--- src/common/plru_pkg.sv ---
package plru_pkg;

  // --------------------
  // tlb geometry
  // --------------------
  localparam int NUM_ENTRY  = 32;
  localparam int TREE_DEPTH = $clog2(NUM_ENTRY);
  localparam int NUM_NODE   = NUM_ENTRY - 1;
  localparam int NODE_IDX_W = $clog2(NUM_NODE);

  // one bit per entry
  typedef logic [NUM_ENTRY-1:0]  entry_onehot_t;
  typedef logic [TREE_DEPTH-1:0] entry_idx_t;

  // direction bits in heap order, node 0 is the root
  // children of node n sit at 2n+1 (lower) and 2n+2 (upper)
  typedef logic [NUM_NODE-1:0]   node_vec_t;
  typedef logic [NODE_IDX_W-1:0] node_idx_t;

  // --------------------
  // tree path helper
  // --------------------
  // node visited at level lvl on the way to entry idx
  // only the top lvl bits of idx matter here
  function automatic node_idx_t path_node(input int lvl, input entry_idx_t idx);
    node_idx_t lvl_base;
    node_idx_t lvl_offs;
    lvl_base = node_idx_t'((1 << lvl) - 1);
    lvl_offs = node_idx_t'(idx >> (TREE_DEPTH - lvl));
    return lvl_base + lvl_offs;
  endfunction

endpackage

--- src/plru_tree/plru_tree_state.sv ---
module plru_tree_state
  import plru_pkg::*;
(
  input  logic       w_dff4_fire,
  input  logic       cpurst_b,
  input  logic       i_updt_vld,
  input  entry_idx_t i_updt_idx,
  output node_vec_t  o_node_bits
);

  node_vec_t node_q;
  node_vec_t node_d;

  //                P00
  //              0/   \1
  //           P10       P11
  //          /  \      /  \
  //        P20  P21  P22  P23
  //         ...   P30..P37   ...
  //         ...   P40..P4F   ...
  // P00 is node 0, P4F is node 30

  // --------------------
  // path update
  // --------------------
  // every node on the path points away from the used entry
  // 1 when the entry sits in the lower half of that node
  always_comb
  begin
    node_d = node_q;
    if (i_updt_vld)
    begin
      for (int lvl = 0; lvl < TREE_DEPTH; lvl++)
      begin
        node_d[path_node(lvl, i_updt_idx)] = ~i_updt_idx[TREE_DEPTH-1-lvl];
      end
    end
  end

  // --------------------
  // direction bits
  // --------------------
  always_ff @(posedge w_dff4_fire or negedge cpurst_b)
  begin
    if (!cpurst_b)
      node_q <= '0;
    else
      node_q <= node_d;
  end

  assign o_node_bits = node_q;

endmodule

--- src/plru_tree/plru_victim_walk.sv ---
module plru_victim_walk
  import plru_pkg::*;
(
  input  node_vec_t     i_node_bits,
  output entry_onehot_t o_victim_onehot
);

  entry_idx_t vic_idx;

  // --------------------
  // root to leaf walk
  // --------------------
  // each level's direction bit becomes one index bit, msb first
  // bit 1 takes the upper child, bit 0 the lower one
  always_comb
  begin
    vic_idx = '0;
    for (int lvl = 0; lvl < TREE_DEPTH; lvl++)
    begin
      vic_idx[TREE_DEPTH-1-lvl] = i_node_bits[path_node(lvl, vic_idx)];
    end
  end

  // leaf decode
  always_comb
  begin
    o_victim_onehot = '0;
    for (int i = 0; i < NUM_ENTRY; i++)
    begin
      if (vic_idx == entry_idx_t'(i))
        o_victim_onehot[i] = 1'b1;
    end
  end

endmodule

--- src/refill_entry_sel.sv ---
module refill_entry_sel
  import plru_pkg::*;
(
  input  entry_onehot_t i_entry_vld,
  input  entry_onehot_t i_victim_onehot,
  output entry_onehot_t o_refill_onehot
);

  entry_onehot_t inv_first;
  logic          any_inv;

  // --------------------
  // lowest invalid entry
  // --------------------
  // priority search from entry 0 upward
  always_comb
  begin
    inv_first = '0;
    any_inv   = 1'b0;
    for (int i = 0; i < NUM_ENTRY; i++)
    begin
      if (!i_entry_vld[i] && !any_inv)
      begin
        inv_first[i] = 1'b1;
        any_inv      = 1'b1;
      end
    end
  end

  // full tlb falls back to the plru victim
  always_comb
  begin
    if (any_inv)
      o_refill_onehot = inv_first;
    else
      o_refill_onehot = i_victim_onehot;
  end

endmodule

--- src/plru_access_arb.sv ---
module plru_access_arb
  import plru_pkg::*;
(
  input  logic          w_dff4_fire,
  input  logic          cpurst_b,
  input  logic          i_hit_vld,
  input  entry_onehot_t i_hit_onehot,
  input  logic          i_refill_vld,
  input  entry_onehot_t i_refill_onehot,
  output logic          o_updt_vld,
  output entry_idx_t    o_updt_idx
);

  logic       dfr_vld_q;
  entry_idx_t dfr_idx_q;
  logic       dfr_set;
  logic       dfr_keep;
  entry_idx_t hit_idx;
  entry_idx_t rfl_idx;

  // or-reduce encoder, input is one-hot
  function automatic entry_idx_t onehot_to_idx(input entry_onehot_t onehot);
    entry_idx_t idx;
    idx = '0;
    for (int i = 0; i < NUM_ENTRY; i++)
    begin
      if (onehot[i])
        idx = idx | entry_idx_t'(i);
    end
    return idx;
  endfunction

  assign hit_idx = onehot_to_idx(i_hit_onehot);
  assign rfl_idx = onehot_to_idx(i_refill_onehot);

  // --------------------
  // deferred refill
  // --------------------
  // refill loses to a hit, or queues behind an older deferred one
  assign dfr_set  = i_refill_vld & (i_hit_vld | dfr_vld_q);
  assign dfr_keep = dfr_vld_q & i_hit_vld;

  always_ff @(posedge w_dff4_fire or negedge cpurst_b)
  begin
    if (!cpurst_b)
      dfr_vld_q <= 1'b0;
    else
      dfr_vld_q <= dfr_set | dfr_keep;
  end

  always_ff @(posedge w_dff4_fire)
  begin
    if (dfr_set)
      dfr_idx_q <= rfl_idx;
  end

  // --------------------
  // update select
  // --------------------
  // hit first, then the stored refill, then a fresh one
  assign o_updt_vld = i_hit_vld | dfr_vld_q | i_refill_vld;

  always_comb
  begin
    if (i_hit_vld)
      o_updt_idx = hit_idx;
    else if (dfr_vld_q)
      o_updt_idx = dfr_idx_q;
    else
      o_updt_idx = rfl_idx;
  end

endmodule

--- src/plru_top.sv ---
module plru_top
  import plru_pkg::*;
(
  input  logic          w_dff4_fire,
  input  logic          cpurst_b,
  input  entry_onehot_t i_entry_vld,
  input  logic          i_hit_vld,
  input  entry_onehot_t i_hit_onehot,
  input  logic          i_refill_vld,
  output entry_onehot_t o_refill_onehot
);

  logic          updt_vld;
  entry_idx_t    updt_idx;
  node_vec_t     node_bits;
  entry_onehot_t victim_onehot;

  // --------------------
  // tree access
  // --------------------
  // refill strobe carries the target presented this cycle
  plru_access_arb u_access_arb (
    .w_dff4_fire     (w_dff4_fire),
    .cpurst_b        (cpurst_b),
    .i_hit_vld       (i_hit_vld),
    .i_hit_onehot    (i_hit_onehot),
    .i_refill_vld    (i_refill_vld),
    .i_refill_onehot (o_refill_onehot),
    .o_updt_vld      (updt_vld),
    .o_updt_idx      (updt_idx)
  );

  plru_tree_state u_tree_state (
    .w_dff4_fire (w_dff4_fire),
    .cpurst_b    (cpurst_b),
    .i_updt_vld  (updt_vld),
    .i_updt_idx  (updt_idx),
    .o_node_bits (node_bits)
  );

  // --------------------
  // refill target
  // --------------------
  plru_victim_walk u_victim_walk (
    .i_node_bits     (node_bits),
    .o_victim_onehot (victim_onehot)
  );

  refill_entry_sel u_refill_sel (
    .i_entry_vld     (i_entry_vld),
    .i_victim_onehot (victim_onehot),
    .o_refill_onehot (o_refill_onehot)
  );

endmodule

--- config.mk ---
export PLATFORM = sky130hd
export DESIGN_NAME = plru_top
export DESIGN_NICKNAME = d
export VERILOG_FILES = /design/src/common/plru_pkg.sv /design/src/plru_tree/plru_tree_state.sv /design/src/plru_tree/plru_victim_walk.sv /design/src/refill_entry_sel.sv /design/src/plru_access_arb.sv /design/src/plru_top.sv
export SDC_FILE = /design/constraint.sdc
export NUM_CORES = 1
export LEC_CHECK = 0
export BUFFER_PORTS_ARGS = -buffer_cell sky130_fd_sc_hd__buf_2
export CAP_MARGIN = 20
export CORE_MARGIN = 2
export CORE_UTILIZATION = 55
export DETAILED_ROUTE_END_ITERATION = 6
export PLACE_DENSITY = 0.81
export SETUP_SLACK_MARGIN = 0.1
export SLEW_MARGIN = 25
export SYNTH_ARGS = -nofsm -noshare
export SYNTH_HDL_FRONTEND = slang
export SYNTH_SLANG_ARGS = --single-unit
--- constraint.sdc ---
create_clock -name w_dff4_fire -period 10.9 [get_ports w_dff4_fire]
set_input_delay 2.18 -clock w_dff4_fire [delete_from_list [all_inputs] [get_ports w_dff4_fire]]
set_output_delay 2.18 -clock w_dff4_fire [all_outputs]
set_load 0.01 [all_outputs]
======== Word-level counts from Yosys, hierarchy flattened ========
Cells that the tools add are included.
storage, ports and cells
  input port bits ......................... 68
  register bits after elaboration ......... 37
  output and inout bits ................... 32
  logic and storage cells ................. 342
operators by class
  add/subtract/negate cells ............... 8
  reduce and logical (&&, ||, !) cells .... 97
  eq/ne operators ......................... 31
  multiplexer cells ....................... 181
  magnitude comparators ................... 12
  bitwise gates (word level) .............. 10
operators with widths
  operator                                                     count
  2-to-1 mux 5 bit                                             35
  bitwise mux 31 bit                                           4
  2-to-1 mux 1 bit                                             105
  == test 5 bit (second input constant)                        16
  2-to-1 mux 4 bit                                             16
  logical NOT 1 bit                                            61
  less-than comparator 5 x 6 -> 1 bit (second input constant)  8
  == test 5 x 4 -> 1 bit (second input constant)               8
  logical AND 1 bit                                            35
  2-to-1 mux 32 bit                                            1
  2-to-1 mux 3 bit                                             8
  binary-select mux 1 bit (select 5 bit)                       4
  demux 1 bit (select 5 bit)                                   4
  == test 5 x 3 -> 1 bit (second input constant)               4
  >= comparator 5 x 1 -> 1 bit (second input constant)         4
  adder 4 x 4 -> 5 bit (first input constant)                  2
  == test 5 x 2 -> 1 bit (second input constant)               2
  adder 3 x 3 -> 4 bit (first input constant)                  2
  2-to-1 mux 2 bit                                             4
  adder 2 x 2 -> 3 bit (first input constant)                  2
  == test 5 x 1 -> 1 bit (second input constant)               1
  logical NOT 5 bit                                            1
  NOT 1 bit                                                    5
  adder 1 x 1 -> 2 bit (first input constant)                  2
  2 further kinds                                              5

======== Longest topological paths before layout ========
  depth in word-level cells ............... 137
  depth in mapped cells ................... 37
  depth with buffers taken out ............ 28

======== Hierarchy ========
Synthesis repeated with hierarchy kept, for this count alone.
second synthesis, totals
  cell total of the unflattened synthesis .. 563
  area total of the unflattened synthesis .. 4161.5 µm²
by module, submodules not included
  module            instances  area each (µm²)  sequential area each (µm²)  cells each
  plru_tree_state   1          2063.2           775.7                       245
  plru_victim_walk  1          888.4            0.0                         133
  refill_entry_sel  1          659.4            0.0                         118
  plru_access_arb   1          550.5            175.2                       67

======== Worst setup path before layout ========
OpenSTA, ideal clock, no wires.
  path kind ............................... register -> output
  from .................................... register u_tree_state.node_q[0] (netlist: u_tree_state.o_node_bits[0])
  to ...................................... output o_refill_onehot[30]
  stages on the path, launching flop included .. 28
  arrival time ............................ 5409 ps
  slack ................................... 3311 ps
  required time ........................... 8720 ps
  path buffers ............................ 8
  path through ............................ dfrtp_1 > buf_2 > clkbuf_1 > buf_1 > o21a_1 > inv_1 > ha_1 > nor2b_1 > a31o_1 > or4_4 > o211ai_2 > nand2_2 > buf_6 > inv_1 > buf_2 > ha_1 > clkbuf_1 > clkbuf_1 > mux4_2 > mux2i_1 > nand2_1 > o21ai_1 > o2111ai_2 > nand2_2 > buf_6 > nand2_1 > o21ai_0 > nor2b_1
on the way
  word-level cells in the longest chain between the ends .. 15
RTL lines
  element                                 RTL line                text
  start: declaration                      plru_tree_state.sv:11   node_vec_t node_q;
  start signal: assignment                plru_tree_state.sv:48   node_q <= node_d;
  adder 1 x 1 -> 2 bit                    plru_pkg.sv:30          return lvl_base + lvl_offs;
  binary-select mux 1 bit (select 5 bit)  plru_victim_walk.sv:20  vic_idx[TREE_DEPTH-1-lvl] = i_node_bits[path_node(lvl, vic_idx)];
  2-to-1 mux 1 bit (not written as such)  plru_victim_walk.sv:20
  adder 2 x 2 -> 3 bit                    plru_pkg.sv:30
  binary-select mux 1 bit (select 5 bit)  plru_victim_walk.sv:20
  2-to-1 mux 1 bit (not written as such)  plru_victim_walk.sv:20
  adder 3 x 3 -> 4 bit                    plru_pkg.sv:30
  binary-select mux 1 bit (select 5 bit)  plru_victim_walk.sv:20
  2-to-1 mux 1 bit (not written as such)  plru_victim_walk.sv:20
  adder 4 x 4 -> 5 bit                    plru_pkg.sv:30
  binary-select mux 1 bit (select 5 bit)  plru_victim_walk.sv:20
  2-to-1 mux 1 bit (not written as such)  plru_victim_walk.sv:20
  == test 5 bit *                         plru_victim_walk.sv:30  if (vic_idx == entry_idx_t'(i))
  2-to-1 mux 1 bit *                      plru_victim_walk.sv:30
  2-to-1 mux 32 bit *                     refill_entry_sel.sv:33  if (any_inv)
  end: declaration                        plru_top.sv:10          output entry_onehot_t o_refill_onehot
Mark *: on every way between the ends. The rest lies on a longest branch, timed or not. The select of a mux whose other input is x is not followed.

======== Final worst setup path ========
  from .................................... register u_tree_state.node_q[0] (netlist: u_tree_state.o_node_bits[0])
  to ...................................... output o_refill_onehot[5]
on the way
  word-level cells in the longest chain between the ends .. 15
RTL lines
  element                                 RTL line
  adder 1 x 1 -> 2 bit                    plru_pkg.sv:30
  binary-select mux 1 bit (select 5 bit)  plru_victim_walk.sv:20
  2-to-1 mux 1 bit (not written as such)  plru_victim_walk.sv:20
  adder 2 x 2 -> 3 bit                    plru_pkg.sv:30
  binary-select mux 1 bit (select 5 bit)  plru_victim_walk.sv:20
  2-to-1 mux 1 bit (not written as such)  plru_victim_walk.sv:20
  adder 3 x 3 -> 4 bit                    plru_pkg.sv:30
  binary-select mux 1 bit (select 5 bit)  plru_victim_walk.sv:20
  2-to-1 mux 1 bit (not written as such)  plru_victim_walk.sv:20
  adder 4 x 4 -> 5 bit                    plru_pkg.sv:30
  binary-select mux 1 bit (select 5 bit)  plru_victim_walk.sv:20
  2-to-1 mux 1 bit (not written as such)  plru_victim_walk.sv:20
  == test 5 x 3 -> 1 bit *                plru_victim_walk.sv:30
  2-to-1 mux 1 bit *                      plru_victim_walk.sv:30
  2-to-1 mux 32 bit *                     refill_entry_sel.sv:33
Marked as above.

==> impl_metrics.csv <==
group,metric,value,unit
min_path,holdCritPathClass,"flop to flop",
cts,clk_pin_slew_worst_paths,0.07,ns
cts,postCtsHoldBufs,0,
timing,hold_viol,0,
timing,rsz0062_at_grt,"no",
setup_path,cp.required,8.72,ns
detailed_routing,antenna_left,0,
detailed_routing,vias,5059,
cts,cts-htree-levels,2,
synthesis,synth_cell_types,100,
setup_path,reg2reg_to,"u_tree_state.o_node_bits[2]",
power,power_frac_comb,0.677,
power,ir_worst_vdd,0.0001591,V
detailed_routing,wl_per_cell,19.31,um
cts,post-cts-setup-buffers,0,
cts,cts_tree,"done",
floorplanning,start_util,0.5671,
power,switchingPower,589.5,uW
global_route,grt_first_pass_wirelength,22.94,mm
synthesis,yosys_most_used_dff,"dfrtp_1",
global_route,grtUsageTotal,0.3257,
cts,cts_root_buffer,"clkbuf_8",
layout,nets,709,
status,status,"completed",
detailed_routing,drt-total-wl,14.17,mm
floorplanning,die_height,93.03,um
floorplanning,rows,32,
setup_path,crit_path_start_kind,"flop",
min_path,hold_path_end,"u_tree_state.o_node_bits[23]",
cts,clk_latency,0.29,ns
cts,cts.sinks,37,
power,power_leakage,2.127,nW
layout,n_antenna_cell,0,
cts,cts_buffer_depth,2,
layout,area_growth,13.75,%
layout,drive_above_1_share,0.2563,
timing,setup_viol,0,
timing,worst_slew_pin_slew,0.8840,ns
detailed_routing,drcViolationCount,0,
min_path,holdCritStartpoint,"u_tree_state.o_node_bits[23]",
timing,tns,0,ns
setup_path,rrSetupSlack,2.17,ns
flow_run,drv_cap,0,
place,dpl.hpwl,10.82,mm
timing,finalMaxSlewViolations,0,
synthesis,async_reset_ff_frac,0.8649,
timing,fin_crit,9.344,ns
timing,fin_skew,0.005937,ns
global_route,overflow,0,
global_route,grt_pass1_vias,4659,
power,p_int,515.6,uW
power,p_per_area,222.9,mW/mm2
synthesis,ys_ff_latch,37,
synthesis,netlist_area,0.004359,mm2
place,placedCellCount,726,
layout,stdcell_count,734,
power,p_clk_frac,0.113,
timing,fmax,0.1070,GHz
layout,num-fill-cells,683,
synthesis,synth_seq_area_share,0.2181,
floorplanning,io_pins,100,
synthesis,synth_nets,630,
setup_path,reg2reg_depth,23,
floorplanning,dieArea,0.008654,mm2
synthesis,yosys_warnings,0,
global_route,antenna_found_initial,0,
power,switching_share,0.5334,
cts,cts_buffers,5,
detailed_routing,drtIter0Drc,580,
global_route,grt_max_degree,33,
timing,relSlewSlack,0.4065,
setup_path,arrival,7.16,ns
floorplanning,die_w,93.03,um
setup_path,criticalPathCategory,"flop to output pin",
timing,period_share,0.8573,
synthesis,synth-edff-count,5,
place,port_buffers,98,
place,gp_congestion,1.018,
power,power_frac_seq,0.210,
cts,cts-resized-gates,0,
synthesis,synth.avg_cell_area,7.897,um2
synthesis,syn_inst,552,
setup_path,cp-end-kind,"output pin",
min_path,min_path_cells,1,
floorplanning,core-area,0.007687,mm2
detailed_routing,via_per_inst,6.892,
detailed_routing,first_pass_iters,6,
setup_path,cp_max_fo,30,
setup_path,r2r-start,"u_tree_state.o_node_bits[0]",
## registers in the layout, indices dropped and copies added (netlist names)
signal                    flops
u_access_arb.dfr_idx_q        5
u_access_arb.dfr_vld_q        1
u_tree_state.o_node_bits     31
## how the worst max path moves through the flow
stage               slack, ns                         from                  end
global placement         2.16  u_tree_state.o_node_bits[0]  o_refill_onehot[30]
detailed placement       2.10  u_tree_state.o_node_bits[0]  o_refill_onehot[30]
finish                   1.56  u_tree_state.o_node_bits[0]   o_refill_onehot[5]
global route             1.14  u_tree_state.o_node_bits[0]   o_refill_onehot[5]
CTS                      1.80  u_tree_state.o_node_bits[0]  o_refill_onehot[30]
floorplan                3.31  u_tree_state.o_node_bits[0]  o_refill_onehot[30]
## final cells by class
class | instances | area, um2 | share of cell area
Timing Repair Buffer | 101 | 513.0 | 0.1035
Sequential cell | 37 | 950.9 | 0.1918
Clock inverter | 2 | 36.28 | 0.007318
Clock buffer | 6 | 82.58 | 0.01665
Tap cell | 102 | 127.6 | 0.02574
Multi-Input combinational cell | 468 | 3178 | 0.6409
Inverter | 18 | 70.07 | 0.01413
## synthesized netlist by cell type (3+ instances only)
cell      number  area, um2
o211ai_1       6      45.04
nor4_1        15      93.84
o21a_1         3      22.52
nand3_1       33      165.2
buf_6          5      56.30
mux2_1         8      90.09
a31oi_1       11      68.82
o211a_1        3      30.03
a211oi_1       3      22.52
inv_1         16      60.06
or2_2          7      43.79
clkbuf_1      12      45.04
buf_1          3      11.26
nor3_2         3      30.03
o21ai_1        8      40.04
a21oi_1       15      75.07
nand2_1       68      255.2
or3_1         10      62.56
mux2_2         7      78.83
and3_1         8      50.05
o21ai_0       32      160.2
a22o_1         4      35.03
mux2i_1       16      160.2
ha_1          10      125.1
and2_1         6      37.54
mux4_2         4      90.09
nand4_1       10      62.56
dfrtp_1       32      800.8
nor3_1         9      45.04
nor2_1        40      150.1
mux2_4         4      60.06
nand2b_1       9      56.30
nor2b_1       10      62.56
o22ai_1       22      137.6
buf_2          8      40.04
or4_1          4      30.03
edfxtp_1       5      150.1
a311oi_1       4      35.03
nand4b_1       4      35.03
## placed cells by master, fill, tap and decap left out, types with 11 or more instances in the layout
| cell | synthesis | layout |
|---|---|---|
| a31oi_1 | 11 | 11 |
| nand2_1 | 68 | 68 |
| a21oi_1 | 15 | 15 |
| mux2i_1 | 16 | 16 |
| o22ai_1 | 22 | 22 |
| o21ai_0 | 32 | 32 |
| dfrtp_1 | 32 | 32 |
| nor2_1 | 40 | 40 |
| buf_2 | 8 | 98 |
| inv_1 | 16 | 16 |
| nand3_1 | 33 | 33 |
| nor4_1 | 15 | 15 |
## per-layer routing
layer,global-route usage,vias to the layer above,share of wire
li1,-,2279,-
met1,0.4659,2363,0.42
met2,0.5006,371,0.44
met3,0.04996,46,0.11
met4,0.1176,0,0.028
met5,0,-,0
## power by group through the flow
stage                     registers (mW)  logic [mW]  clock network, mW
after global routing               0.236       0.793              0.129
after global placement             0.227       0.705                  0
final                              0.232       0.748              0.125
after detailed placement           0.231       0.716                  0
after CTS                          0.229       0.719              0.126
after floorplan                    0.207       0.582                  0
## critical path: stages, from the launching register on
cell and delay [ns]:
dfrtp_1 0.92, mux2i_1 0.47, ha_1 0.65, nor2b_1 0.32, and3_1 0.23, or4_4 0.15
o211ai_2 0.10, nand2_2 0.43, inv_1 0.41, ha_1 0.36, xnor2_1 0.73, or2_2 0.30
nor2_1 0.06, o21a_1 0.17, o22ai_1 0.23, a32o_4 0.33, and2_1 0.48, nand2_1 0.18
o21ai_0 0.19, buf_2 0.16
## cell families after synthesis
logic type | count (synthesis) | synth area share
simple gates | 261 | 0.3255
buf+inv | 47 | 0.05281
flops | 37 | 0.2181
fa+ha+maj | 11 | 0.03100
mux | 41 | 0.1183
compound gates | 154 | 0.2523
xor+xnor | 1 | 0.002010
## through the flow
step	setup slack [ns]	cell area [um2]	hold WS [ns]	utilization	power, mW
finish	1.556	4959	0.4963	0.6450	1.105
global route	1.138	4959	0.5108	0.6450	1.159
CTS	1.802	4959	0.4982	0.6450	1.074
detailed placement	2.104	4840	0.4796	0.6296	0.9471
global placement	2.163	4840	0.4706	0.6296	0.9325
floorplan	3.311	4359	0.4525	-	0.7886
(Power assumes the default switching activity.)
